--- src/design/tcdm_cfg.svh ---
// configuration macros for bank count, wide-word count, bank address width and FIFO depth
`ifndef TCDM_CFG_SVH
`define TCDM_CFG_SVH

// number of word-interleaved banks, power of two
`define TCDM_NB_BANKS 8

// 32-bit words carried by one wide access, at most the bank count
`define TCDM_WIDE_WORDS 4

// word address bits inside one bank (64 words)
`define TCDM_BANK_AW 6

// entries in the wide request FIFO
`define TCDM_FIFO_DEPTH 4

// derived widths
// bank index bits taken from the byte address
`define TCDM_BANK_IW ($clog2(`TCDM_NB_BANKS))
// full byte address: row bits, bank index bits, two byte bits
`define TCDM_ADDR_W (`TCDM_BANK_AW + `TCDM_BANK_IW + 2)

`endif
--- src/design/tcdm_pkg.sv ---
// package with the opcode enum and the wide and per-word request and response structs
`include "tcdm_cfg.svh"

package tcdm_pkg;

  // request opcode
  typedef enum logic {
    TCDM_READ  = 1'b0,
    TCDM_WRITE = 1'b1
  } tcdm_opc_e;

  // wide request as seen at the initiator port
  typedef struct packed {
    tcdm_opc_e                           opc;
    logic [`TCDM_ADDR_W-1:0]             addr;
    logic [32*`TCDM_WIDE_WORDS-1:0]      data;
    logic [4*`TCDM_WIDE_WORDS-1:0]       be;
  } wide_req_t;

  // wide response, read data only
  typedef struct packed {
    logic [32*`TCDM_WIDE_WORDS-1:0]      data;
  } wide_rsp_t;

  // one 32-bit word request towards a bank
  typedef struct packed {
    logic                                valid;
    tcdm_opc_e                           opc;
    // word address inside the bank
    logic [`TCDM_BANK_AW-1:0]            addr;
    logic [31:0]                         data;
    logic [3:0]                          be;
  } word_req_t;

  // one 32-bit word response from a bank
  typedef struct packed {
    logic                                valid;
    logic [31:0]                         data;
  } word_rsp_t;

endpackage : tcdm_pkg

--- src/design/bank_reorder.sv ---
// bank_reorder: rotation of word requests onto the banks and of bank responses back to word order
`timescale 1ns/1ps
`include "tcdm_cfg.svh"

module bank_reorder (
  input  logic                clk_i,
  input  logic                rst_ni,
  input  logic                clear_i,
  // bank index of word 0
  input  logic [2:0]          order_i,
  // word side
  input  tcdm_pkg::word_req_t word_req_i [0:`TCDM_WIDE_WORDS-1],
  output tcdm_pkg::word_rsp_t word_rsp_o [0:`TCDM_WIDE_WORDS-1],
  // bank side
  output tcdm_pkg::word_req_t bank_req_o [0:`TCDM_NB_BANKS-1],
  input  tcdm_pkg::word_rsp_t bank_rsp_i [0:`TCDM_NB_BANKS-1]
);

  localparam int unsigned NB_WORDS = `TCDM_WIDE_WORDS;
  localparam int unsigned NB_BANKS = `TCDM_NB_BANKS;
  localparam int unsigned IW       = `TCDM_BANK_IW;

  // offset of the access now waiting for its bank responses
  logic [IW-1:0] order_q;

  // forward rotation
  always_comb begin
    // truncation to IW bits gives the mod NB_BANKS wrap
    logic [IW-1:0] bank_idx;
    // banks not targeted see an idle request
    for (int unsigned b = 0; b < NB_BANKS; b++) begin
      bank_req_o[b] = '0;
    end
    for (int unsigned k = 0; k < NB_WORDS; k++) begin
      bank_idx = order_i + IW'(k);
      bank_req_o[bank_idx] = word_req_i[k];
    end
  end

  // hold the issue offset for the response cycle
  always_ff @(posedge clk_i or negedge rst_ni) begin
    if (!rst_ni) begin
      order_q <= '0;
    end else if (clear_i) begin
      order_q <= '0;
    end else begin
      order_q <= order_i;
    end
  end

  // backward rotation with the registered offset
  // next request may already be on order_i here
  always_comb begin
    logic [IW-1:0] bank_idx;
    for (int unsigned k = 0; k < NB_WORDS; k++) begin
      bank_idx = order_q + IW'(k);
      word_rsp_o[k] = bank_rsp_i[bank_idx];
    end
  end

endmodule : bank_reorder

--- config.mk ---
export PLATFORM = sky130hd
export DESIGN_NAME = bank_reorder
export DESIGN_NICKNAME = d
export VERILOG_FILES = /design/src/design/tcdm_pkg.sv /design/src/design/bank_reorder.sv
export VERILOG_INCLUDE_DIRS = /design/src /design/src/design
export SDC_FILE = /design/constraint.sdc
export NUM_CORES = 1
export LEC_CHECK = 0
export BUFFER_PORTS_ARGS = -buffer_cell sky130_fd_sc_hd__buf_2
export CAP_MARGIN = 20
export CORE_AREA = 2 2 364 366
export DETAILED_ROUTE_END_ITERATION = 12
export DIE_AREA = 0 0 366 368
export PLACE_DENSITY = 0.33
export SYNTH_ARGS = -nofsm -noshare
export SYNTH_HDL_FRONTEND = slang
export SYNTH_SLANG_ARGS = --single-unit
--- constraint.sdc ---
create_clock -name clk_i -period 7.1 [get_ports clk_i]
set_input_delay 0.355 -clock clk_i [delete_from_list [all_inputs] [get_ports clk_i]]
set_output_delay 0.355 -clock clk_i [all_outputs]
set_load 0.005 [all_outputs]
======== Word level (Yosys, flattened, before mapping) ========
Index checks and enable logic that the tools add are counted.
word-level totals
  output and inout port bits .............. 484
  flip-flop bits (word level) ............. 3
operators by class
  mux-type cells .......................... 24
  reductions and logical operators ........ 4
  bitwise operators ....................... 9
  add/sub/neg operators ................... 6
  $lt $le $gt $ge ......................... 12
operator list
  operator             count
  $bwmux 352           3
  $demux 44 s3         4
  $bmux 33 s3          4
  $and 352x352->352    1
  $mux 33              8
  $mux 44              4
  $ge 4x4->1 const B   8
  $not 3->4            8
  $lt 4x1->1 const B   4
  $add 3x2->3 const B  4
  $add 3x1->3 const B  2
  $logic_and 1x1->1    4
  $mux 3               1

======== Longest topological paths before layout ========
  depth after elaboration ................. 9
  mapped depth ............................ 11
  depth with buffers taken out ............ 5

======== Worst setup path after synthesis ========
OpenSTA, ideal clock, no wires.
  path kind ............................... reg2out
  start ................................... register order_q[0]
  end ..................................... output word_rsp_o[0] in the netlist's numbering
  stages on the path, launching flop included .. 10
  data required time ...................... 6.745 ns
  slack ................................... 4.087 ns
  arrival time ............................ 2.658 ns
  cell sequence ........................... dfrtp_1 > buf_6 > buf_2 > buf_2 > buf_4 > inv_1 > ha_1 > xnor2_1 > buf_6 > mux4_2
RTL lines
  element                   RTL line            text
  start: declaration        bank_reorder.sv:24  logic [IW-1:0] order_q;
  start signal: assignment  bank_reorder.sv:47  order_q <= order_i;
  end: declaration          bank_reorder.sv:13  output tcdm_pkg::word_rsp_t word_rsp_o [0:`TCDM_WIDE_WORDS-1],

==> flow_summary.json <==
{
  "root_buffer": "clkbuf_16",
  "cp.arrival_ns": 4.11,
  "grt_pass1_vias": 23130,
  "areaGrowthSynthToFinish_pct": 34.9,
  "rsz0062_at_grt": "no",
  "drt-pass1-iter-count": 5,
  "largest_reg_flops": 3,
  "peakVddDrop_mv": 0.0776,
  "synth.largest_area_cell": "mux4_2",
  "synthFlopType": "dfrtp_1",
  "post-route-drc-count": 0,
  "ys_ff_latch": 3,
  "synthTopCellsByArea": "mux4_2, nor2_1, a221oi_1",
  "cts.sinks": 3,
  "fmax_mhz": 224,
  "drtIter0Drc": 2339,
  "h-tree-depth": 1,
  "row_count": 133,
  "synth_edf_count": 0,
  "critPathRequiredTime_ns": 6.74,
  "clockBufferDepth": 2,
  "io_buffers": 929,
  "setup_viol": 0,
  "critPathLaunchType": "input port",
  "synthCells": 2251,
  "fin_hold_ws_ns": 0.418,
  "worstSetupPathType": "in2out",
  "fin_util_pct": 17.5,
  "ys_warn_count": 0,
  "synth.most_common_cell": "nor2_1",
  "wire_per_inst_um": 30.0,
  "clk_transition_reported_paths_ns": 0.03,
  "synth-seq-area-share_pct": 0.442,
  "grt-ovfl-total": 0,
  "leakage_uw": 0.00894,
  "drv_slew": 0,
  "cp-end-kind": "output port",
  "grt_use_total_pct": 19.3,
  "vias_per_cell": 5.20,
  "async_flop_share_pct": 100,
  "status": "finished clean",
  "fin_crit_ns": 4.47,
  "cts_tree": "done",
  "critPathMaxFanout": 33,
  "cts_resized": 0,
  "drv_cap": 0,
  "syn_nets": 2701,
  "hold_class": "in2reg",
  "vias": 24220,
  "fin_crit_sh_pct": 62.9,
  "gp_congestion": 0.870,
  "synth.top_cell.area_share_pct": 21.8,
  "tightest_slew_ns": 1.09,
  "cellPowerDensity_nw_per_um2": 99.4,
  "die_y_um": 368,
  "wirelength_um": 140000,
  "slew_headroom_pct": 27.4,
  "synth_area_um2": 17000,
  "synth_common_cells": "nor2_1, nand2_1",
  "ys_types": 35,
  "start_util_pct": 13.0,
  "synth_area_per_cell_um2": 7.54,
  "tns_ns": 0,
  "largest-register": "order_q",
  "total_power_uw": 2280,
  "layout-drive-gt1-share_pct": 45.5,
  "top_regs": "order_q: 3 flops",
  "die_w_um": 366,
  "cts_buffers": 3,
  "ios": 930,
  "grt_max_degree": 172,
  "grt_pass1_wl_um": 190000,
  "antenna_found_initial": 49,
  "nNetsFinal": 3344,
  "ant_nets": 0,
  "core_um2": 131000,
  "hold_viol_final": 0,
  "die-area_um2": 135000,
  "hpwl_um": 107000
}
[cell usage in the layout (no fill, tap or decap), drive strengths merged, types with 4 or more instances in the layout]
master / netlist / final
a221oi: 176 / 176
a32oi: 176 / 176
and2: 48 / 48
and3b: 46 / 46
buf: 160 / 982
clkbuf: 185 / 4
diode: 0 / 7
ha: 4 / 4
inv: 4 / 4
mux2: 132 / 132
mux4: 165 / 165
nand2: 188 / 188
nand2b: 44 / 44
nor2: 458 / 458
nor2b: 50 / 50
nor3b: 45 / 45
o22ai: 176 / 176
o2bb2ai: 176 / 176
[timing repair]
action,in CTS,in global routing
buffers inserted,0,0
hold buffers,1,0
hold endpoints to repair,3,0
[where the power goes]
part | switching (uW) | leakage [uW] | internal, uW
clock network | 13.2 | 0.0000382 | 73.9
registers | 13.3 | 0.0000343 | 18.5
logic | 1320 | 0.00887 | 836
total | 1350 | 0.00894 | 928
[per-layer routing]
layer / global-route usage, % / share of wire, % / vias to the layer above
met4: 2.83 / 1.9 / 34
met3: 4.74 / 8.5 / 174
met5: 0 / 0.16 / -
li1: - / - / 10250
met1: 24.8 / 41 / 12358
met2: 33.0 / 48 / 1404
[through the flow]
stage / instance area, um2 / std cells / setup WS [ns]
global placement: 22800 / 4643 / 2.73
detailed placement: 22800 / 4643 / 2.65
finish: 22900 / 4655 / 2.63
CTS: 22900 / 4648 / 2.65
global route: 22900 / 4651 / 2.48
floorplan: 17000 / 2251 / 4.09
[path summary, 6_finish.rpt]
path	slack, ns	end	start	cells past startpoint
setup / recovery	2.63	bank_req_o[118]	order_i[1]	8
hold / removal	0.42	order_q[2]	clear_i	2
max in group asynchronous	6.41	order_q[0]	rst_ni	2
min in group asynchronous	0.56	order_q[1]	rst_ni	2
[area by class of cell]
type / instances / area [um2]
diodes: 7 / 17.5
clock buffers: 4 / 78.8
fillers: 15144 / 108000
inverters: 4 / 15.0
multi-input cells: 1899 / 15400
flip-flops and latches: 3 / 86.3
well taps: 1755 / 2200
repair buffers: 983 / 5100
[logic make-up (layout without fill, tap and decap cells)]
logic type                 after synthesis  after routing  share of synthesized area [%]
and+or+nand+nor                        888            888                           24.4
AOI/OAI and AO/OA                      704            704                           33.7
buffers and inverters                  349            991                           9.86
muxes                                  297            297                           30.7
xor gates and xnor gates                 6              6                          0.597
adders and majority gates                4              4                          0.295
DFF                                      3              3                          0.442
other                                    0              7                              0
[worst max-delay path: stages]
cell and delay, ns:
buf_4 0.47, inv_1 0.20, ha_4 0.54, nor2b_4 0.85, and2_2 0.89, buf_4 0.44
o2bb2ai_1 0.15, buf_2 0.16
(Power assumes the default switching activity.)
