==> src/design/tcdm_cfg.svh <==
// configuration macros for bank count, wide-word count, bank address width and FIFO depth
`ifndef TCDM_CFG_SVH
`define TCDM_CFG_SVH

// number of word-interleaved banks, power of two
`define TCDM_NB_BANKS 8

// 32-bit words carried by one wide access, at most the bank count
`define TCDM_WIDE_WORDS 4

// word address bits inside one bank (64 words)
`define TCDM_BANK_AW 6

// entries in the wide request FIFO
`define TCDM_FIFO_DEPTH 4

// derived widths
// bank index bits taken from the byte address
`define TCDM_BANK_IW ($clog2(`TCDM_NB_BANKS))
// full byte address: row bits, bank index bits, two byte bits
`define TCDM_ADDR_W (`TCDM_BANK_AW + `TCDM_BANK_IW + 2)

`endif
==> src/design/tcdm_pkg.sv <==
// package with the opcode enum and the wide and per-word request and response structs
`include "tcdm_cfg.svh"

package tcdm_pkg;

  // request opcode
  typedef enum logic {
    TCDM_READ  = 1'b0,
    TCDM_WRITE = 1'b1
  } tcdm_opc_e;

  // wide request as seen at the initiator port
  typedef struct packed {
    tcdm_opc_e                           opc;
    logic [`TCDM_ADDR_W-1:0]             addr;
    logic [32*`TCDM_WIDE_WORDS-1:0]      data;
    logic [4*`TCDM_WIDE_WORDS-1:0]       be;
  } wide_req_t;

  // wide response, read data only
  typedef struct packed {
    logic [32*`TCDM_WIDE_WORDS-1:0]      data;
  } wide_rsp_t;

  // one 32-bit word request towards a bank
  typedef struct packed {
    logic                                valid;
    tcdm_opc_e                           opc;
    // word address inside the bank
    logic [`TCDM_BANK_AW-1:0]            addr;
    logic [31:0]                         data;
    logic [3:0]                          be;
  } word_req_t;

  // one 32-bit word response from a bank
  typedef struct packed {
    logic                                valid;
    logic [31:0]                         data;
  } word_rsp_t;

endpackage : tcdm_pkg

==> src/design/sram_bank.sv <==
// sram_bank: 32-bit SRAM bank with byte enables and registered one-cycle response
`timescale 1ns/1ps
`include "tcdm_cfg.svh"

module sram_bank (
  input  logic                clk_i,
  input  logic                rst_ni,
  input  tcdm_pkg::word_req_t req_i,
  output tcdm_pkg::word_rsp_t rsp_o
);

  import tcdm_pkg::*;

  localparam int unsigned NB_WORDS = 2 ** `TCDM_BANK_AW;

  // word storage
  logic [31:0] mem_q [0:NB_WORDS-1];

  logic        rvalid_q;
  logic [31:0] rdata_q;

  // write port, only the enabled bytes change
  always_ff @(posedge clk_i) begin
    if (req_i.valid && req_i.opc == TCDM_WRITE) begin
      for (int unsigned b = 0; b < 4; b++) begin
        if (req_i.be[b]) begin
          mem_q[req_i.addr][b*8 +: 8] <= req_i.data[b*8 +: 8];
        end
      end
    end
  end

  // read data captured on every access, old data on a write
  always_ff @(posedge clk_i) begin
    if (req_i.valid) begin
      rdata_q <= mem_q[req_i.addr];
    end
  end

  // response valid one cycle after any request
  always_ff @(posedge clk_i or negedge rst_ni) begin
    if (!rst_ni) begin
      rvalid_q <= 1'b0;
    end else begin
      rvalid_q <= req_i.valid;
    end
  end

  assign rsp_o.valid = rvalid_q;
  assign rsp_o.data  = rdata_q;

endmodule : sram_bank

==> config.mk <==
export PLATFORM = sky130hd
export DESIGN_NAME = sram_bank
export DESIGN_NICKNAME = d
export VERILOG_FILES = /design/src/design/tcdm_pkg.sv /design/src/design/sram_bank.sv
export VERILOG_INCLUDE_DIRS = /design/src /design/src/design
export SDC_FILE = /design/constraint.sdc
export NUM_CORES = 2
export LEC_CHECK = 0
export ABC_AREA = 1
export BUFFER_PORTS_ARGS = -buffer_cell sky130_fd_sc_hd__buf_2
export CAP_MARGIN = 20
export CORE_MARGIN = 1.5
export CORE_UTILIZATION = 45
export CTS_BUF_LIST = sky130_fd_sc_hd__clkbuf_8
export CTS_CLUSTER_SIZE = 20
export DETAILED_ROUTE_END_ITERATION = 10
export PLACE_DENSITY_LB_ADDON = 0.2
export SYNTH_ARGS = -nofsm -noshare
export SYNTH_HDL_FRONTEND = slang
export SYNTH_SLANG_ARGS = --single-unit
==> constraint.sdc <==
create_clock -name clk_i -period 1.81 [get_ports clk_i]
set_input_delay 0.0905 -clock clk_i [delete_from_list [all_inputs] [get_ports clk_i]]
set_output_delay 0.0905 -clock clk_i [all_outputs]
set_load 0.1 [all_outputs]
Yosys cells after proc, flatten, opt, wreduce, memory -nomap -nowiden
Memories as Yosys holds them, arrays and structs flattened. A register that Yosys moved wholly into a read port is not among the register bits.
Cells that the tools add are included.
W data, S select, Z words.
{"block": "totals", "romBits": 0, "n_memories": 1, "wordCells": 15, "mem_bits_rw": 2048, "input_bits": 46, "out_inout_bits": 33, "latch_bits": 0, "register_bits": 1}
{"name": "mem_q", "words": 64, "word_bits": 32, "rd": 1, "rd_ports_with_merged_regs": 1, "wr": 1, "line": "sram_bank.sv:17", "text": "logic [31:0] mem_q [0:NB_WORDS-1];"}
{"block": "op_classes", "multipliers": 0, "div_mod_pow": 0, "addsub": 0, "reduce_logical": 1, "shift": 0, "n_bitwise": 0, "magnitude_cmp": 0, "muxes": 12, "eq_ne": 0}
{"cell": "$mux W1", "count": 12}
{"cell": "$logic_and A1 B1 Y1", "count": 1}

Logic depth before layout (Yosys ltp)
{"block": "depth", "word_depth": 3, "ltp_mapped": 15, "ltp_nobuf": 11}

Worst setup path before layout
No wires, ideal clock.
{"block": "synth_path", "kind": "input port to flip-flop", "start": "input req_i[37] in the netlist's numbering", "end": "memory mem_q[3][16], enable pin", "setup_time_ps": 370, "required_time_ps": 1440, "arrival_time_ps": 1379, "stages": 8, "path_buffers": 2, "path_slack_ps": 61, "cell_sequence": "buf_2 -> inv_4 -> buf_2 -> nor2_2 -> inv_1 -> nor2_2 -> nand2_1 -> nor2_1"}
{"item": "start: declaration", "line": "sram_bank.sv:8", "text": "input tcdm_pkg::word_req_t req_i,"}
{"item": "end: declaration", "line": "sram_bank.sv:17"}
No word-level cell before the write port.

Worst setup path after layout
{"block": "layout_path", "start": "register rdata_q[26] (read register of mem_q)", "end": "output rsp_o[26] in the netlist's numbering"}
{"item": "start: declaration", "line": "sram_bank.sv:20", "text": "logic [31:0] rdata_q;"}
{"item": "end: declaration", "line": "sram_bank.sv:9", "text": "output tcdm_pkg::word_rsp_t rsp_o"}
No word-level cell between the ends.

==> reports/qor.yml <==
status: "finished with violations"
failed_checks: "setup timing"
num-fill-cells: 17300
fmax_mhz: 471
die_width_um: 445
finalSetupViolCount: 44
grt_use_total_pct: 26.6
power.leakage_nw: 44.3
grt_pass1_wl_um: 390000
clockBufferDepth: 4
vdd_ir_drop_max_mv: 0.702
htree_levels: 5
tritoncts: "yes"
yosysTopAreaCell: "edfxtp_1"
hold_path_class: "in -> reg"
maxSlewViolCount: 0
crit_slowest_cell: "edfxtp_1"
finClkSkew_ns: 0.0949
nets: 9491
area_growth_pct: 17.9
drive_gt1_share_pct: 12.8
path_class: "reg -> out"
grt.overflow.total: 0
numPortBuffers: 78
core-area_um2: 195000
synth.area.mux_share_pct: 0
syn-num-nets: 8771
die-area_um2: 198000
startpoint: "rdata_q[26]"
r2r-start: "mem_q[41][20]"
drtPass1Iterations: 6
yosys-top-cells-area: "edfxtp_1 71%, nand2_1 25%, nor2_1 1.4%"
synth_top_area_share_pct: 70.9
clkTransAtPathRegs_ns: 0.06
synth_xor_xnor_area_share_pct: 0
io_pins: 79
row_count: 162
cp.arrival_ns: 2.03
antenna_left: 0
cts-buffers-inserted: 353
syn-cell-area_um2: 88100
vias: 62300
ys_warn_count: 0
required_ns: 1.72
min_from: "req_i[28]"
synthCells: 8725
slew-limit-headroom_pct: 34.3
grt_max_degree: 74
fin_crit_sh_pct: 117
stdcell_count: 12200
gp_routability_congestion: 0.935
critPathTopFamily: "flip-flops"
finalHoldViolations: 0
cp_cell_sequence: "buf_12"
worstMarginPinSlew_ns: 0.982
grt_pass1_vias: 60900
crit_path_end_kind: "primary output"
clk_latency_ns: 1.10
ys_ff_latch: 2081
worst-path-buf-inv: 1
synth_compound_area_share_pct: 0.0824
avgSynthCellArea_um2: 10.1
crit_fanout: 1
dp.final_hpwl_um: 169000
final_core_util_pct: 53.4
routed_via_density: 5.09
yosys.area_share.simple_pct: 26.3
synth-adder-area-share_pct: 0
fin_ws_ns: -0.314
rsz0062_at_grt: "true"
start_kind: "register"
fin_crit_ns: 2.12
initial_core_util_pct: 45.3
max_cap_viol_count: 0
die_h_um: 445
drtIter0Drc: 5724
root_buffer: "clkbuf_8"
synth_top_family_by_area: "simple AND/OR/NAND/NOR gates"
wirelength_um: 264000
synth.distinct_cells: 20
drc: 0
p_per_area_nw_per_um2: 954
post_drt_wl_per_cell_um: 21.6
antenna_found_initial: 12
dp_cells: 11600
cts.sinks: 2081
seq_area_frac_synth_pct: 71.0
cpPeakStageDelay_ns: 0.68
## area by class of cell
type / instances / area (um^2) / area share, %
sequential: 2081 / 62500 / 60.2
multi-input combinational: 6168 / 23400 / 22.6
timing repair buffer: 818 / 8480 / 8.17
clock buffer: 359 / 4940 / 4.76
tap: 2542 / 3180 / 3.06
clock inverter: 247 / 1170 / 1.12
inverter: 23 / 126 / 0.122
antenna: 6 / 15.0 / 0.0145
## sequential cells by signal, summed over array words and instances (netlist names)
signal	flops
rdata_q	32
rvalid_q	1
mem_q	2048
## logic make-up after synthesis
kind of cell    after synthesis
compound gates               12
buf+inv                     476
flops                      2081
simple gates               6156
## synth_stat cells
master    number
buf_6         10
nor2_2        11
o21ai_1        3
nand3_1       11
edfxtp_1    2080
nor2_1       328
dfrtp_1        1
buf_2        242
nand2_1     5792
or2_1          1
buf_1         30
clkbuf_1     131
o21ai_0        4
inv_2          1
o211ai_1       5
or2_2          5
inv_4          2
buf_4         40
inv_1         20
nor3_1         8
## power by group
group          total, W  switching, W  internal [W]
clock            0.0378        0.0187        0.0192
sequential       0.0534      0.000211        0.0532
combinational   0.00775       0.00540       0.00234
## placed cells by master, fill, tap and decap left out, types with 2 or more instances in the layout
| cell | instances |
|---|---|
| inv_16 | 2 |
| nand3_4 | 3 |
| nand2_2 | 4 |
| buf_6 | 13 |
| nand2_1 | 5788 |
| buf_8 | 7 |
| o211ai_1 | 5 |
| nand3_1 | 7 |
| buf_2 | 42 |
| dlygate4sd3_1 | 54 |
| clkinvlp_4 | 5 |
| inv_1 | 121 |
| clkinv_1 | 91 |
| clkbuf_8 | 359 |
| inv_6 | 2 |
| o21ai_1 | 3 |
| nor3_2 | 8 |
| clkinv_2 | 42 |
| or2_2 | 5 |
| o21ai_0 | 4 |
| edfxtp_1 | 2080 |
| nor2_2 | 40 |
| nor2_4 | 2 |
| nor2_1 | 297 |
| dlymetal6s4s_1 | 2 |
| buf_4 | 524 |
| bufinv_16 | 6 |
| buf_12 | 175 |
| diode_2 | 6 |
## what timing repair did
item | in CTS | in global routing
setup endpoints to repair | 33 | 923
hold buffers | 58 | 1
buffers inserted | 0 | 0
gates resized for setup | 110 | 42
endpoints found under the hold margin | 3191 | 10
## final timing paths
kind	endpoint	slack, ns	cells after the start
worst max-delay path	rsp_o[26]	-0.31	1
worst min-delay path	mem_q[56][24]	0.06	3
worst max register to register	rdata_q[20]	0.12	10
worst min register to register	rdata_q[28]	0.86	10
max in group asynchronous	rvalid_q	1.34	4
min in group asynchronous	rvalid_q	0.36	4
## metal layers
metal / wire length, um / up-vias / GRT usage [%]
met1: 110000 / 29900 / 35.8
li1: - / 29600 / -
met2: 122000 / 2298 / 42.0
met5: 28 / - / 0
met3: 20100 / 515 / 4.90
met4: 12300 / 4 / 12.3
## per-stage QoR
step	TNS [ns]	area (um^2)	total power (W)	setup slack, ns	hold WS [ns]
2_1_floorplan	0	88100	0.0582	0.0606	-0.205
3_3_place_gp	-402.54	96600	0.0618	-0.618	-0.134
3_5_place_dp	-450.70	96600	0.0618	-0.680	-0.129
4_1_cts	-52.79	104000	0.0996	-0.432	0.00126
5_1_grt	-5.77	104000	0.102	-0.339	0.0539
6_report	-4.92	104000	0.0990	-0.314	0.0627
Power figures use the tool's default switching activity.
