### src/design/tcdm_cfg.svh
// configuration macros for bank count, wide-word count, bank address width and FIFO depth
`ifndef TCDM_CFG_SVH
`define TCDM_CFG_SVH

// number of word-interleaved banks, power of two
`define TCDM_NB_BANKS 8

// 32-bit words carried by one wide access, at most the bank count
`define TCDM_WIDE_WORDS 4

// word address bits inside one bank (64 words)
`define TCDM_BANK_AW 6

// entries in the wide request FIFO
`define TCDM_FIFO_DEPTH 4

// derived widths
// bank index bits taken from the byte address
`define TCDM_BANK_IW ($clog2(`TCDM_NB_BANKS))
// full byte address: row bits, bank index bits, two byte bits
`define TCDM_ADDR_W (`TCDM_BANK_AW + `TCDM_BANK_IW + 2)

`endif
### src/design/tcdm_pkg.sv
// package with the opcode enum and the wide and per-word request and response structs
`include "tcdm_cfg.svh"

package tcdm_pkg;

  // request opcode
  typedef enum logic {
    TCDM_READ  = 1'b0,
    TCDM_WRITE = 1'b1
  } tcdm_opc_e;

  // wide request as seen at the initiator port
  typedef struct packed {
    tcdm_opc_e                           opc;
    logic [`TCDM_ADDR_W-1:0]             addr;
    logic [32*`TCDM_WIDE_WORDS-1:0]      data;
    logic [4*`TCDM_WIDE_WORDS-1:0]       be;
  } wide_req_t;

  // wide response, read data only
  typedef struct packed {
    logic [32*`TCDM_WIDE_WORDS-1:0]      data;
  } wide_rsp_t;

  // one 32-bit word request towards a bank
  typedef struct packed {
    logic                                valid;
    tcdm_opc_e                           opc;
    // word address inside the bank
    logic [`TCDM_BANK_AW-1:0]            addr;
    logic [31:0]                         data;
    logic [3:0]                          be;
  } word_req_t;

  // one 32-bit word response from a bank
  typedef struct packed {
    logic                                valid;
    logic [31:0]                         data;
  } word_rsp_t;

endpackage : tcdm_pkg

### src/design/wide_req_fifo.sv
// wide_req_fifo: circular input FIFO for wide requests with full flag and synchronous clear
`timescale 1ns/1ps
`include "tcdm_cfg.svh"

module wide_req_fifo (
  input  logic                clk_i,
  input  logic                rst_ni,
  input  logic                clear_i,
  // write side
  input  logic                push_i,
  input  tcdm_pkg::wide_req_t data_i,
  output logic                full_o,
  // read side
  output logic                valid_o,
  input  logic                pop_i,
  output tcdm_pkg::wide_req_t data_o
);

  import tcdm_pkg::*;

  localparam int unsigned DEPTH = `TCDM_FIFO_DEPTH;
  // pointer width, kept at one bit for a single-entry FIFO
  localparam int unsigned PTR_W = (DEPTH > 1) ? $clog2(DEPTH) : 1;
  localparam int unsigned CNT_W = $clog2(DEPTH + 1);

  // storage, payload only
  wide_req_t            mem_q [0:DEPTH-1];

  logic [PTR_W-1:0]     wr_ptr_q;
  logic [PTR_W-1:0]     rd_ptr_q;
  logic [CNT_W-1:0]     count_q;

  logic                 do_push;
  logic                 do_pop;

  // status flags straight from the occupancy count
  assign full_o  = (count_q == CNT_W'(DEPTH));
  assign valid_o = (count_q != '0);

  // qualified handshakes
  assign do_push = push_i & ~full_o;
  assign do_pop  = pop_i & valid_o;

  // head entry is always presented
  assign data_o = mem_q[rd_ptr_q];

  // pointers and occupancy
  always_ff @(posedge clk_i or negedge rst_ni) begin
    if (!rst_ni) begin
      wr_ptr_q <= '0;
      rd_ptr_q <= '0;
      count_q  <= '0;
    end else if (clear_i) begin
      wr_ptr_q <= '0;
      rd_ptr_q <= '0;
      count_q  <= '0;
    end else begin
      if (do_push) begin
        // wrap explicitly, depth need not be a power of two
        wr_ptr_q <= (wr_ptr_q == PTR_W'(DEPTH - 1)) ? '0 : wr_ptr_q + 1'b1;
      end
      if (do_pop) begin
        rd_ptr_q <= (rd_ptr_q == PTR_W'(DEPTH - 1)) ? '0 : rd_ptr_q + 1'b1;
      end
      // count moves only when one side acts alone
      if (do_push && !do_pop) begin
        count_q <= count_q + 1'b1;
      end else if (do_pop && !do_push) begin
        count_q <= count_q - 1'b1;
      end
    end
  end

  // write port, entry readable from the next cycle
  always_ff @(posedge clk_i) begin
    if (do_push) begin
      mem_q[wr_ptr_q] <= data_i;
    end
  end

endmodule : wide_req_fifo

### config.mk
export PLATFORM = sky130hd
export DESIGN_NAME = wide_req_fifo
export DESIGN_NICKNAME = d
export VERILOG_FILES = /design/src/design/tcdm_pkg.sv /design/src/design/wide_req_fifo.sv
export VERILOG_INCLUDE_DIRS = /design/src /design/src/design
export SDC_FILE = /design/constraint.sdc
export NUM_CORES = 1
export LEC_CHECK = 0
export CAP_MARGIN = 5
export CORE_MARGIN = 2
export CORE_UTILIZATION = 60
export DETAILED_ROUTE_END_ITERATION = 8
export DONT_BUFFER_PORTS = 1
export GPL_ROUTABILITY_DRIVEN = 0
export PLACE_DENSITY_LB_ADDON = 0.08
export SLEW_MARGIN = 0
export SYNTH_ARGS = -nofsm -noshare
export SYNTH_HDL_FRONTEND = slang
export SYNTH_SLANG_ARGS = --single-unit
### constraint.sdc
create_clock -name clk_i -period 7.98 [get_ports clk_i]
set_input_delay 0.798 -clock clk_i [delete_from_list [all_inputs] [get_ports clk_i]]
set_output_delay 0.798 -clock clk_i [all_outputs]
set_load 0.03 [all_outputs]
After elaboration in Yosys (flattened, before gate mapping) --
Memories as Yosys holds them, arrays and structs flattened. Cells that the tools add are included.
Word-level totals: flip-flop bits (word level) 7, memory bits (read-only) 0, bits in writable memories 624, input bits 161, output and inout port bits 158, memories kept 1, latch bits 0
Memory list:
- mem_q | depth 4, width 156, rd ports 1, clocked after memory_dff 0, write ports 1, line wide_req_fifo.sv:27 | wide_req_t mem_q [0:DEPTH-1];
Cells by class: shift operators 0, $add $sub $neg 4, div/mod/pow operators 0, order comparisons 0, multipliers 0, equal/unequal tests 3, mux-type cells 11, reductions and logical operators 8, bitwise logic cells 3
Operators with widths (number):
- $mux W2 | 6
- $mux W3 | 3
- $reduce_bool A3 Y1 | 2
- $add A2 B1 Y2 const B | 2
- $eq A2 B2 Y1 const B | 2
- $reduce_bool A2 Y1 | 2
- $add A3 B1 Y3 const B | 1
- $eq A3 B3 Y1 const B | 1
- $sub A3 B1 Y3 const B | 1
- $and A1 B1 Y1 | 2
- $logic_and A1 B1 Y1 | 2
- $logic_not A1 Y1 | 2
- $mux W1 | 2
- $not A1 Y1 | 1

Depth between registers and ports, before layout --
word-level depth 8, gate-level depth with buffers 8

Worst setup path after synthesis --
OpenSTA, ideal clock, no wires.
kind input to register, start input port push_i, end memory mem_q[2][0] (netlist name) (enable), stages on the path 2, setup slack 4.700 ns, arrival 2.833 ns, buffers on the path 1, data required time 7.533 ns, library setup time 0.447 ns, path through buf_8 > and3_2
Between the ends: word-level cells in the longest chain between the ends 3
RTL lines:
- start, declared | line wide_req_fifo.sv:10 | input logic push_i,
- $and A1 B1 Y1 | line wide_req_fifo.sv:41 | assign do_push = push_i & ~full_o;
- $mux W1 | line wide_req_fifo.sv:76 | if (do_push) begin
- $mux W1 (not written as such) | line wide_req_fifo.sv:77 | mem_q[wr_ptr_q] <= data_i;
- end, declared | line wide_req_fifo.sv:27
Every way passes these cells.

==> impl_metrics.json <==
{
  "status": "completed",
  "fin_setup_tns_ns": 0,
  "slew_viol_final": 0,
  "ys_async_sr_fraction": 0.0111,
  "antenna_found_initial": 1,
  "placed_cells": 1361,
  "drive_gt1_frac": 0.275,
  "reg2regPathDepth": 3,
  "drc": 0,
  "ys.flop_type": "edfxtp_1",
  "final_common_cell": "edfxtp_1",
  "r2r_end": "mem_q[1][57]",
  "drv_cap": 0,
  "hold_path.startpoint": "clear_i",
  "dp_slack_ns": 4.73,
  "yosys_warnings": 0,
  "grt_start_max_net_pins": 70,
  "end_kind": "output port",
  "min_period_ns": 3.77,
  "via_per_inst": 6.20,
  "finalWorstSetupSlack_ns": 4.21,
  "holdPathStages": 1,
  "ctsHoldBuffers": 1,
  "cts_setup_buffers": 0,
  "power.ir.vdd_worst_v": 0.000206,
  "startpoint_type": "flop",
  "num-fill-cells": 2242,
  "die_w_um": 200,
  "clk_pin_slew_ns": 0.06,
  "synthDistinctLibCells": 33,
  "grt.overflow.total": 0,
  "core_area_mm2": 0.0378,
  "cts_resized": 0,
  "rows": 71,
  "htree_num_levels": 2,
  "cts_made_buffers": 59,
  "slew_headroom": 0.299,
  "finalSetupViolations": 0,
  "first_iter_violations": 539,
  "finClkSkew_ns": 0.0157,
  "clock.fmax_mhz": 265,
  "port_buffers": 0,
  "reg2reg_slack_ns": 5.17,
  "num_vias": 9136,
  "criticalPathCategory": "reg -> out",
  "dr.pass1.iters": 4,
  "netlist.area_leader.share": 0.811,
  "die_y_um": 200,
  "final_nets": 1079,
  "rsz0062_at_grt": "no",
  "ant_nets": 0,
  "p_total_mw": 8.43,
  "wl_um": 41700,
  "hpwl_um": 25200,
  "grt_use_total": 0.210,
  "clk_latency_ns": 0.60,
  "seq_area_frac_synth": 0.819,
  "ios": 319,
  "wire_per_inst_um": 28.3,
  "yosysTopAreaCell": "edfxtp_1",
  "crit_arrival_ns": 2.97,
  "synth_area_mm2": 0.0231,
  "period_share": 0.472,
  "holdCritPathClass": "in -> reg",
  "synth.net_count": 1043,
  "path_max_fanout": 53,
  "area_delta_synth_final_pct": 10.5,
  "synth_edf_count": 624,
  "synth_area_leaders": "edfxtp_1 (81%), mux4_2 (15%), dfrtp_1 (0.76%)",
  "layoutNonFillerInstCount": 1474,
  "hold_violations": 0,
  "numClockSinks": 631,
  "die_area_mm2": 0.0401,
  "hold-path-endpoint": "rd_ptr_q[0]",
  "tightest_slew_ns": 1.05,
  "worstPathRequired_ns": 7.18,
  "postSynthAreaPerCell_um2": 26.4,
  "powerDensity_mw_per_mm2": 330,
  "cts_root_buffer": "clkbuf_16",
  "initial_core_util": 0.612,
  "grt_pass1_vias": 9644,
  "synthCells": 876,
  "grt_pass1_wl_um": 62300,
  "cts_tree": "yes",
  "leakagePower_nw": 7.81,
  "reg2reg_from": "count_q[2]",
  "mostFrequentLayoutCells": "edfxtp_1 (624), mux4_2 (156), clkbuf_16 (61), clkinv_1 (14), clkbuf_1 (14)",
  "ys_ff_latch": 631,
  "clockBufferDepth": 3
}
==> routing by layer <==
layer / up-vias / track usage / wire (µm)
li1: 3859 / - / -
met4: 0 / 0.0637 / 847
met3: 58 / 0.0903 / 4500
met2: 349 / 0.331 / 20700
met5: - / 0 / 0
met1: 4870 / 0.271 / 15700
==> report_power, final <==
group | internal, mW | switching (mW) | total (mW)
logic | 0.493 | 1.12 | 1.61
clock network | 1.65 | 1.12 | 2.77
registers | 3.95 | 0.0945 | 4.04
total | 6.09 | 2.33 | 8.43
==> worst max path at each step <==
stage / from / end / depth (start not counted)
6_report: rd_ptr_q[0] / data_o[117] / 2
5_1_grt: rd_ptr_q[0] / data_o[117] / 2
3_5_place_dp: rd_ptr_q[0] / data_o[117] / 2
2_1_floorplan: push_i / mem_q[2][0] / 2
3_3_place_gp: rd_ptr_q[0] / data_o[137] / 2
4_1_cts: rd_ptr_q[0] / data_o[78] / 2
==> critical path: stages (launching register included) <==
cell	delay [ns]
dfrtp_4	0.70
buf_4	0.87
mux4_2	0.75
==> cell families (layout without fill, tap and decap cells) <==
| family | Yosys count | after routing | share of synthesized area |
|---|---|---|---|
| flip-flops | 631 | 631 | 0.819 |
| adder cells (fa/ha/maj) | 6 | 6 | 0.00358 |
| multiplexers | 161 | 161 | 0.154 |
| other | 0 | 1 | 0 |
| AO/OA/AOI/OAI | 11 | 11 | 0.00363 |
| AND/OR/NAND/NOR | 22 | 22 | 0.00569 |
| buffers and inverters | 45 | 131 | 0.0137 |
==> synth_stat cells, types with 2 or more instances <==
| cell type | n |
|---|---|
| clkbuf_1 | 2 |
| inv_1 | 5 |
| buf_6 | 15 |
| o21ai_0 | 2 |
| nor2_1 | 8 |
| mux2_2 | 2 |
| buf_2 | 19 |
| and3_2 | 4 |
| dfrtp_1 | 7 |
| mux2i_1 | 3 |
| buf_1 | 2 |
| a21oi_1 | 3 |
| mux4_2 | 156 |
| edfxtp_1 | 624 |
| ha_1 | 5 |
| nand3b_1 | 2 |
==> layout make-up <==
cell class	count	area, µm²	share of cell area
antenna	1	2.50	0.0000980
clock inverter	36	374	0.0147
timing repair buffer	14	108	0.00422
inverter	6	22.5	0.000882
sequential	631	18900	0.741
clock buffer	75	1580	0.0619
tap	511	639	0.0250
multi-input combinational	200	3880	0.152
==> state kept, by name, indices dropped and copies added, names as in the netlist <==
name,count
mem_q,624
count_q,3
rd_ptr_q,2
wr_ptr_q,2
==> through the flow <==
stage,util,hold slack (ns),instance area (µm²)
2_1_floorplan,-,0.502,23100
3_3_place_gp,0.624,0.503,23600
3_5_place_dp,0.624,0.503,23600
4_1_cts,0.676,0.224,25500
5_1_grt,0.676,0.239,25500
6_report,0.676,0.260,25500
Note: power is estimated with default switching activity, not from simulation.
