--- config.mk ---
export PLATFORM = sky130hd
export DESIGN_NAME = shallow_router
export DESIGN_NICKNAME = d
export VERILOG_FILES = /design/src/design/tcdm_pkg.sv /design/src/design/shallow_router.sv
export VERILOG_INCLUDE_DIRS = /design/src /design/src/design
export SDC_FILE = /design/constraint.sdc
export NUM_CORES = 1
export LEC_CHECK = 0
export BUFFER_PORTS_ARGS = -buffer_cell sky130_fd_sc_hd__buf_2
export CAP_MARGIN = 20
export CORE_AREA = 2 2 233 235
export CTS_CLUSTER_SIZE = 25
export DETAILED_ROUTE_END_ITERATION = 12
export DIE_AREA = 0 0 235 237
export PLACE_DENSITY = 0.39
export SETUP_SLACK_MARGIN = 0.5
export SYNTH_ARGS = -nofsm -noshare
export SYNTH_HDL_FRONTEND = slang
export SYNTH_SLANG_ARGS = --single-unit
--- constraint.sdc ---
create_clock -name clk_i -period 0.89 [get_ports clk_i]
set_input_delay 0.089 -clock clk_i [delete_from_list [all_inputs] [get_ports clk_i]]
set_output_delay 0.089 -clock clk_i [all_outputs]
set_load 0.05 [all_outputs]
--- src/design/tcdm_cfg.svh ---
// configuration macros for bank count, wide-word count, bank address width and FIFO depth
`ifndef TCDM_CFG_SVH
`define TCDM_CFG_SVH

// number of word-interleaved banks, power of two
`define TCDM_NB_BANKS 8

// 32-bit words carried by one wide access, at most the bank count
`define TCDM_WIDE_WORDS 4

// word address bits inside one bank (64 words)
`define TCDM_BANK_AW 6

// entries in the wide request FIFO
`define TCDM_FIFO_DEPTH 4

// derived widths
// bank index bits taken from the byte address
`define TCDM_BANK_IW ($clog2(`TCDM_NB_BANKS))
// full byte address: row bits, bank index bits, two byte bits
`define TCDM_ADDR_W (`TCDM_BANK_AW + `TCDM_BANK_IW + 2)

`endif
--- src/design/tcdm_pkg.sv ---
// package with the opcode enum and the wide and per-word request and response structs
`include "tcdm_cfg.svh"

package tcdm_pkg;

  // request opcode
  typedef enum logic {
    TCDM_READ  = 1'b0,
    TCDM_WRITE = 1'b1
  } tcdm_opc_e;

  // wide request as seen at the initiator port
  typedef struct packed {
    tcdm_opc_e                           opc;
    logic [`TCDM_ADDR_W-1:0]             addr;
    logic [32*`TCDM_WIDE_WORDS-1:0]      data;
    logic [4*`TCDM_WIDE_WORDS-1:0]       be;
  } wide_req_t;

  // wide response, read data only
  typedef struct packed {
    logic [32*`TCDM_WIDE_WORDS-1:0]      data;
  } wide_rsp_t;

  // one 32-bit word request towards a bank
  typedef struct packed {
    logic                                valid;
    tcdm_opc_e                           opc;
    // word address inside the bank
    logic [`TCDM_BANK_AW-1:0]            addr;
    logic [31:0]                         data;
    logic [3:0]                          be;
  } word_req_t;

  // one 32-bit word response from a bank
  typedef struct packed {
    logic                                valid;
    logic [31:0]                         data;
  } word_rsp_t;

endpackage : tcdm_pkg

--- src/design/shallow_router.sv ---
// shallow_router: wide request split into word requests with wrapped row addresses, response merge
`timescale 1ns/1ps
`include "tcdm_cfg.svh"

module shallow_router (
  input  logic                clk_i,
  input  logic                rst_ni,
  input  logic                clear_i,
  // FIFO head
  input  logic                fifo_valid_i,
  input  tcdm_pkg::wide_req_t fifo_req_i,
  output logic                pop_o,
  // word requests towards the reorder network
  output tcdm_pkg::word_req_t word_req_o [0:`TCDM_WIDE_WORDS-1],
  output logic [2:0]          bank_offset_o,
  // word responses, already back in word order
  input  tcdm_pkg::word_rsp_t word_rsp_i [0:`TCDM_WIDE_WORDS-1],
  // wide response strobe
  output logic                r_valid_o,
  output tcdm_pkg::wide_rsp_t rsp_o
);

  localparam int unsigned NB_WORDS = `TCDM_WIDE_WORDS;
  localparam int unsigned NB_BANKS = `TCDM_NB_BANKS;
  localparam int unsigned IW       = `TCDM_BANK_IW;
  localparam int unsigned AW       = `TCDM_BANK_AW;

  // address fields of the head request
  logic [IW-1:0]  bank_offset;
  logic [AW-1:0]  row_addr;

  // request leaves the FIFO this cycle
  logic           issue;
  // issue strobe delayed to line up with the bank responses
  logic           issue_q;

  // bank index bits sit right above the byte offset
  assign bank_offset = fifo_req_i.addr[IW+1:2];
  // row address is everything above the bank index
  assign row_addr    = fifo_req_i.addr[`TCDM_ADDR_W-1:IW+2];

  assign bank_offset_o = bank_offset;

  // banks never stall, so a valid head is issued at once
  // a clear drops the head before it reaches the banks
  assign issue = fifo_valid_i & ~clear_i;
  assign pop_o = issue;

  // per-word split
  always_comb begin
    // offset plus word index, one extra bit for the wrap carry
    logic [IW:0] bank_sum;
    for (int unsigned k = 0; k < NB_WORDS; k++) begin
      bank_sum = {1'b0, bank_offset} + (IW + 1)'(k);
      word_req_o[k].valid = issue;
      word_req_o[k].opc   = fifo_req_i.opc;
      word_req_o[k].data  = fifo_req_i.data[k*32 +: 32];
      word_req_o[k].be    = fifo_req_i.be[k*4 +: 4];
      // words that wrap past the last bank land in the next row
      if (bank_sum >= (IW + 1)'(NB_BANKS)) begin
        word_req_o[k].addr = row_addr + 1'b1;
      end else begin
        word_req_o[k].addr = row_addr;
      end
    end
  end

  // issue strobe register
  always_ff @(posedge clk_i or negedge rst_ni) begin
    if (!rst_ni) begin
      issue_q <= 1'b0;
    end else if (clear_i) begin
      issue_q <= 1'b0;
    end else begin
      issue_q <= issue;
    end
  end

  // response strobe, word 0 stands for the whole group
  assign r_valid_o = issue_q & word_rsp_i[0].valid;

  // merge word data back into the wide word
  always_comb begin
    for (int unsigned k = 0; k < NB_WORDS; k++) begin
      rsp_o.data[k*32 +: 32] = word_rsp_i[k].data;
    end
  end

endmodule : shallow_router

# Word level (Yosys, flattened, before mapping)
# Cells that the tools add are included.
# classes
addsub	4
order_cmp	4
mux	5
bitwise_logic	3
# op_table
op	count
$mux W6	4
$ge A4 B4 Y1 const B	3
$add A3 B2 Y4 const B	2
$add A6 B1 Y6 const B	1
$add A3 B1 Y4 const B	1
$ge A3 B4 Y1 const B	1
$and A1 B1 Y1	2
$mux W1	1
$not A1 Y1	1
# totals
register_bits	1
out_inout_bits	309
word_cells	17

# Depth between registers and ports, before layout
# Gate-level depths: netlist of the first run.
# depth
depth_word	3
ltp_mapped	4
depth_no_buf	4

# Worst setup path before layout of the first run
# No wires, ideal clock.
# synth_timing
path_type	input to output
startpoint	in fifo_req_i[151] (netlist bit)
endpoint	out word_req_o[129] (netlist bit)
arrival_time_ns	1.382
required_ns	0.801
setup_slack_ns	-0.581
stages	4
n_path_buf	1
cell_sequence	clkbuf_2 > nand3_4 > nor4_4 > xor2_1
# synth_lines
item	line	text
start: declaration	shallow_router.sv:11	input tcdm_pkg::wide_req_t fifo_req_i,
end: declaration	shallow_router.sv:14	output tcdm_pkg::word_req_t word_req_o [0:`TCDM_WIDE_WORDS-1],

==> results_dict.tcl, run 1 <==
set metrics [dict create \
    status "finished, violations left" \
    violations "hold timing, setup timing" \
    cp-start-kind "primary input" \
    vias 1128 \
    final_net_count 415 \
    rsz0062_at_grt "yes" \
    syn-num-nets 626 \
    clk_pin_slew_worst_paths_ps 0 \
    vias_per_cell 1.38 \
    detail-route-antenna-nets 0 \
    antenna_cells 0 \
    finalHoldWorstSlack_ps -135 \
    synthDistinctLibCells 18 \
    hold_path.class "primary input to async pin" \
    start_util_pct 4.72 \
    drt-total-wl_mm 11.6 \
    arrival_ps 1040 \
    maxCapViolations 0 \
    drt-pass1-iter-count 3 \
    yosys.area.top_type_share_pct 86.3 \
    post_route_cells_drive_above_1_share_pct 97.5 \
    die_w_um 235 \
    worst_slew_pin_slew_ps 327 \
    powerDensity_mw_per_mm2 489 \
    cp_common_cell "buf_6" \
    wl_per_cell_um 14.2 \
    yosysWarnings 0 \
    crit_required_ps 800 \
    synth.avg_cell_area_um2 7.55 \
    io_buffers 46 \
    fmax_mhz 886 \
    grt_pass1_wl_mm 13.7 \
    die_h_um 237 \
    max_stage_delay_ps 360 \
    placed_area_mm2 0.00193 \
    drc 0 \
    worst_slack_ps -238 \
    regMostFlops "issue_q" \
    critPathKind "primary input to output pin" \
    place_ws_ps -461 \
    critPathMaxFanout 3 \
    drv_slew 0 \
    final_hold_viol_count 1 \
    tns_ps -2930 \
    synth.cell_area_mm2 0.00251 \
    synth_area_leader_cell "buf_4" \
    finalCritPeriodShare_pct 127 \
    grt_pass1_vias 1280 \
    slowest_stage "nor4_4" \
    grt_max_degree 7 \
    synth_area_leaders "buf_4, xor2_1, xnor2_1" \
    largestRegisters "issue_q x1" \
    final-setup-viol-count 18 \
    ys_seq_area_share_pct 0.996 \
    ir_worst_vdd_mv 0.265 \
    syn2layout_area_growth_pct 6.17 \
    grt_overflow 0 \
    gp_congestion 0.660 \
    fp.dieArea_mm2 0.0557 \
    grt_antenna_before_repair 0 \
    final_cells 816 \
    rows 85 \
    synthCells 333 \
    end_kind "output pin" \
    grt_usage_pct 3.73 \
    postLayoutCellArea_mm2 0.00267 \
    slew_headroom_pct 78.1 \
    dp.cells 800 \
    cp_cell_sequence "buf_8 -> buf_6 -> nand2_8 -> nor4_4 -> xor2_4 -> buf_6" \
    largest_reg_flops 1 \
    hpwl_mm 10.0 \
    p_leak_nw 0.783 \
    pin_count 601 \
    core_mm2 0.0533 \
    final.min_clock_period_ps 1130 \
    nFillCells 6233 \
    ys_ff_latch 1 \
    drt_iter0_drc 11 \
]
[logic make-up after synthesis]
family	after synthesis	share of synthesized area [%]
buf+inv	293	87.0
simple gates	19	4.73
compound gates	1	0.199
fa+ha+maj	1	0.498
xor+xnor	15	5.23
mux	3	1.34
flops	1	0.995
[timing repair]
action,CTS,global route
pin swaps,18,15
endpoints found under the hold margin,1,1
buffers inserted,7,9
resized for setup,146,16
setup endpoints to repair,34,34
[routing by layer]
layer	vias up	track usage [%]	routed length, um
met1	420	1.74	1820
met3	112	4.55	3130
met4	0	4.26	1460
met2	303	5.72	5140
met5	-	0.260	0
li1	293	-	-
[synth_stat cells]
| library cell | n |
|---|---|
| buf_4 | 289 |
| xor2_1 | 11 |
| nor2_1 | 8 |
| xnor2_1 | 4 |
| mux2_2 | 3 |
| nand3_1 | 3 |
| clkbuf_2 | 2 |
| inv_1 | 2 |
| nand2_1 | 2 |
| and2_1 | 1 |
| dfrtp_1 | 1 |
| ha_1 | 1 |
| nand3_4 | 1 |
| nor2b_1 | 1 |
| nor3_1 | 1 |
| nor3_2 | 1 |
| nor4_4 | 1 |
| o21ai_1 | 1 |
[power by group]
group	switching, mW	total (mW)	internal (mW)	leakage [nW]
logic	0.661	1.25	0.593	0.770
registers	0.000657	0.0493	0.0486	0.0129
clock network	0	0	0	0
total	0.662	1.30	0.642	0.783
[stage by stage]
stage | util, % | power [mW] | hold WS [ps]
5_1_grt | 5.01 | 1.35 | -126
2_1_floorplan | - | 4.04 | -207
3_3_place_gp | 3.62 | 0.887 | -134
3_5_place_dp | 3.62 | 0.887 | -134
4_1_cts | 4.73 | 1.24 | -134
6_report | 5.01 | 1.30 | -135
[final timing paths]
check	from	end	slack, ps	depth (start not counted)
worst max-delay path	fifo_req_i[152]	word_req_o[129]	-240	6
min in group clk_i	word_rsp_i[23]	rsp_o[119]	180	0
worst min-delay path	rst_ni	issue_q	-140	1
max in group asynchronous	rst_ni	issue_q	940	1
[cell type report]
type	count	area, um2	share of cell area [%]
inverter	2	10.0	0.375
multi-input combinational	39	729	27.3
sequential	1	25.0	0.938
tap	696	871	32.6
timing repair buffer	78	1030	38.7
[critical path: cells and delay by family]
kind          cells  cell delay (ps)
xor+xnor          1              170
buf+inv           3              350
simple gates      2              420
[placed cells by master (no fill, tap or decap), types with 3 or more instances in the layout]
master	synthesis	routed
nand3_4	1	4
nor2_4	0	6
xor2_4	0	9
buf_8	0	15
mux2_4	0	3
buf_4	289	10
buf_12	0	17
xnor2_4	0	3
buf_6	0	34
No activity file was read; power rests on OpenSTA's default activity.
==> run 2: changes to the inputs <==
--- a/config.mk
+++ b/config.mk
@@ -13,6 +13,7 @@
 export DETAILED_ROUTE_END_ITERATION = 12
 export DIE_AREA = 0 0 235 237
 export PLACE_DENSITY = 0.39
+export RECOVER_POWER = 50
 export SETUP_SLACK_MARGIN = 0.5
 export SYNTH_ARGS = -nofsm -noshare
 export SYNTH_HDL_FRONTEND = slang
==> results_dict.tcl, run 2 (synthesis results as in run 1) <==
set metrics [dict create \
    post_route_cells_drive_above_1_share_pct 96.7 \
    critPathMaxFanout 3 \
    maxCapViolations 0 \
    dp.cells 800 \
    cp-start-kind "primary input" \
    violations "hold timing, setup timing" \
    final_cells 816 \
    status "finished, violations left" \
    io_buffers 46 \
    pin_count 601 \
    final_common_cell "buf_6" \
    syn2layout_area_growth_pct 6.12 \
    slowest_stage "nor4_4" \
    max_stage_delay_ps 360 \
    worst_slack_ps -238 \
    largestRegisters "issue_q x1" \
    die_w_um 235 \
    hpwl_mm 10.0 \
    final-setup-viol-count 18 \
    p_leak_nw 0.780 \
    regMostFlops "issue_q" \
    core_mm2 0.0533 \
    end_kind "output pin" \
    start_util_pct 4.72 \
    place_ws_ps -461 \
    powerDensity_mw_per_mm2 489 \
    die_h_um 237 \
    hold_path.class "primary input to async pin" \
    fp.dieArea_mm2 0.0557 \
    arrival_ps 1040 \
    slew_headroom_pct 78.1 \
    crit_required_ps 800 \
    drv_slew 0 \
    rsz0062_at_grt "yes" \
    crit_family "simple AND/OR/NAND/NOR gates" \
    vias_per_cell 1.38 \
    cp_common_cell "buf_6" \
    rows 85 \
    worst_slew_pin_slew_ps 327 \
    detail-route-antenna-nets 0 \
    wl_per_cell_um 14.1 \
    grt_max_degree 7 \
    critPathKind "primary input to output pin" \
    mostFrequentLayoutCells "buf_6, buf_12, buf_8, buf_4, xor2_4" \
    fmax_mhz 886 \
    gp_congestion 0.660 \
    drt_iter0_drc 12 \
    grt_pass1_vias 1280 \
    clk_pin_slew_worst_paths_ps 0 \
    grt_antenna_before_repair 0 \
    antenna_cells 0 \
    drt-pass1-iter-count 3 \
    drt-total-wl_mm 11.5 \
    grt_pass1_wl_mm 13.7 \
    vias 1124 \
    largest_reg_flops 1 \
    ir_worst_vdd_mv 0.264 \
    grt_usage_pct 3.73 \
    cp_cell_sequence "buf_8 -> buf_6 -> nand2_8 -> nor4_4 -> xor2_4 -> buf_6" \
    drc 0 \
    finalHoldWorstSlack_ps -145 \
    grt_overflow 0 \
    final_hold_viol_count 1 \
    final.min_clock_period_ps 1130 \
    finalCritPeriodShare_pct 127 \
    crit_buf_inv 3 \
    final_net_count 415 \
]
==> run 2: layer usage <==
metal	vias up	global-route usage, %	share of wire, %
met5	-	0.260	0
met4	0	4.26	13
met3	110	4.55	27
met2	307	5.72	45
met1	414	1.74	16
li1	293	-	-
==> run 2: timing repair <==
| action | 4_1_cts | 5_1_grt |
|---|---|---|
| buffers inserted | 7 | 9 |
| hold endpoints to repair | 1 | 1 |
| pin swaps | 18 | 15 |
| setup endpoints to repair | 34 | 34 |
| resized for setup | 146 | 16 |
==> run 2: worst max-delay path by stage <==
stage | slack, ps | cells past startpoint | endpoint | startpoint
4_1_cts | -250 | 6 | word_req_o[129] | fifo_req_i[152]
3_3_place_gp | -460 | 7 | word_req_o[84] | fifo_req_i[149]
2_1_floorplan | -330 | 4 | word_req_o[129] | fifo_req_i[151]
5_1_grt | -290 | 6 | word_req_o[129] | fifo_req_i[152]
3_5_place_dp | -460 | 7 | word_req_o[84] | fifo_req_i[149]
6_report | -240 | 6 | word_req_o[129] | fifo_req_i[152]
==> run 2: stage by stage <==
| stage | utilization [%] | power, mW | cell area, um2 | TNS, ps |
|---|---|---|---|---|
| after floorplan | - | 4.04 | 2940 | -2190 |
| after global placement | 3.62 | 0.887 | 1930 | -6710 |
| after detailed placement | 3.62 | 0.887 | 1930 | -6810 |
| after CTS | 4.73 | 1.24 | 2520 | -3160 |
| after global routing | 5.01 | 1.35 | 2670 | -3690 |
| final | 5.01 | 1.30 | 2670 | -2930 |
==> run 2: power breakdown <==
part	switching, mW	internal [mW]
combinational	0.661	0.593
clock	0	0
sequential	0.000655	0.0486
==> run 2: cell type report <==
| cell class | count | area (um2) |
|---|---|---|
| flip-flops and latches | 1 | 25.0 |
| well taps | 696 | 871 |
| multi-input cells | 39 | 729 |
| inverters | 2 | 10.0 |
| repair buffers | 78 | 1030 |
| fillers | 6234 | 50600 |
==> run 3: changes to the inputs <==
--- a/config.mk
+++ b/config.mk
@@ -12,8 +12,9 @@
 export CTS_CLUSTER_SIZE = 25
 export DETAILED_ROUTE_END_ITERATION = 12
 export DIE_AREA = 0 0 235 237
+export HOLD_SLACK_MARGIN = 0.05
 export PLACE_DENSITY = 0.39
-export RECOVER_POWER = 50
+export RECOVER_POWER = 100
 export SETUP_SLACK_MARGIN = 0.5
 export SYNTH_ARGS = -nofsm -noshare
 export SYNTH_HDL_FRONTEND = slang
==> results_dict.tcl, run 3 (synthesis results as in run 1) <==
set metrics [dict create \
    status "finished, violations left" \
    violations "hold timing, setup timing" \
    crit_required_ps 800 \
    slew_headroom_pct 77.9 \
    gp_congestion 0.660 \
    hpwl_mm 10.0 \
    clk_pin_slew_worst_paths_ps 0 \
    worst_slew_pin_slew_ps 328 \
    pin_count 601 \
    cp-start-kind "primary input" \
    fp.dieArea_mm2 0.0557 \
    final.min_clock_period_ps 1130 \
    start_util_pct 4.72 \
    grt_overflow 0 \
    detail-route-antenna-nets 0 \
    powerDensity_mw_per_mm2 484 \
    fmax_mhz 886 \
    nFillCells 6253 \
    post_route_cells_drive_above_1_share_pct 96.7 \
    grt_pass1_wl_mm 13.7 \
    largest_reg_flops 1 \
    die_h_um 237 \
    max_stage_delay_ps 360 \
    drv_slew 0 \
    regMostFlops "issue_q" \
    cp_common_cell "buf_6" \
    mostFrequentLayoutCells "buf_6, buf_12, buf_4, buf_8, xor2_4" \
    antenna_cells 0 \
    maxCapViolations 0 \
    hold_path.class "primary input to async pin" \
    rows 85 \
    arrival_ps 1040 \
    wl_per_cell_um 14.2 \
    grt_max_degree 7 \
    tns_ps -2930 \
    dp.cells 800 \
    final_common_cell "buf_6" \
    p_leak_nw 0.730 \
    critPathKind "primary input to output pin" \
    rsz0062_at_grt "yes" \
    die_w_um 235 \
    final_cells 816 \
    drc 0 \
    slowest_stage "nor4_4" \
    vias_per_cell 1.38 \
    critPathMaxFanout 3 \
    core_mm2 0.0533 \
    end_kind "output pin" \
    syn2layout_area_growth_pct 0.348 \
    drt-pass1-iter-count 3 \
    drt-total-wl_mm 11.6 \
    worst_slack_ps -238 \
    vias 1128 \
    grt_usage_pct 3.73 \
    drt_iter0_drc 13 \
    final-setup-viol-count 18 \
    largestRegisters "issue_q x1" \
    final_net_count 415 \
    finalCritPeriodShare_pct 127 \
    grt_antenna_before_repair 0 \
    p_total_mw 1.22 \
    cp_cell_sequence "buf_8 -> buf_6 -> nand2_8 -> nor4_4 -> xor2_4 -> buf_6" \
    final_hold_viol_count 1 \
    ir_worst_vdd_mv 0.262 \
    grt_pass1_vias 1280 \
    finalHoldWorstSlack_ps -145 \
    io_buffers 46 \
]
==> run 3: changes by cell type in the layout (fill, tap and decap cells not counted) <==
cell      before  now
buf_12        17   12
buf_2          1    3
nor2b_4        1    0
clkbuf_4       0    3
clkbuf_2       0    8
buf_8         15   10
nor2b_2        0    1
buf_6         34   30
buf_4         10   11
==> run 3: report_power, final <==
part | leakage (nW) | switching (mW) | internal [mW]
clock | 0 | 0 | 0
combinational | 0.717 | 0.648 | 0.524
sequential | 0.0129 | 0.000663 | 0.0486
==> run 3: through the flow <==
| step | instance area, um2 | hold WS [ps] | worst slack, ps | utilization, % |
|---|---|---|---|---|
| final | 2520 | -145 | -238 | 4.73 |
| after floorplan | 2940 | -207 | -326 | - |
| after CTS | 2520 | -134 | -250 | 4.73 |
| after global routing | 2520 | -122 | -286 | 4.73 |
| after global placement | 1930 | -134 | -462 | 3.62 |
| after detailed placement | 1930 | -134 | -461 | 3.62 |
==> run 3: area by class of cell <==
type	instances	area, um2	share of cell area, %
inverter	2	10.0	0.397
multi-input combinational	39	724	28.7
sequential	1	25.0	0.992
tap	696	871	34.5
timing repair buffer	78	892	35.4
==> run 3: what timing repair did <==
| action | 4_1_cts | 5_1_grt |
|---|---|---|
| buffers inserted | 7 | 9 |
| endpoints found under the setup margin | 34 | 34 |
| pin swaps | 18 | 15 |
| gates resized for setup | 146 | 16 |
| endpoints found under the hold margin | 1 | 1 |
==> run 3: worst max path at each step <==
stage	slack [ps]	start	end	cells after the start
3_3_place_gp	-460	fifo_req_i[149]	word_req_o[84]	7
3_5_place_dp	-460	fifo_req_i[149]	word_req_o[84]	7
6_report	-240	fifo_req_i[152]	word_req_o[129]	6
2_1_floorplan	-330	fifo_req_i[151]	word_req_o[129]	4
5_1_grt	-290	fifo_req_i[152]	word_req_o[129]	6
4_1_cts	-250	fifo_req_i[152]	word_req_o[129]	6
==> run 3: metal layers <==
layer / part of all wire (%) / global-route usage (%) / vias to the layer above
met1: 16 / 1.74 / 421
met5: 0 / 0.260 / -
li1: - / - / 292
met3: 27 / 4.55 / 110
met4: 13 / 4.26 / 0
met2: 44 / 5.72 / 305
==> run 3: critical path: cells and delay by family <==
| kind | cells | cell delay [ps] |
|---|---|---|
| xor+xnor | 1 | 170 |
| buf+inv | 3 | 350 |
| simple gates | 2 | 420 |
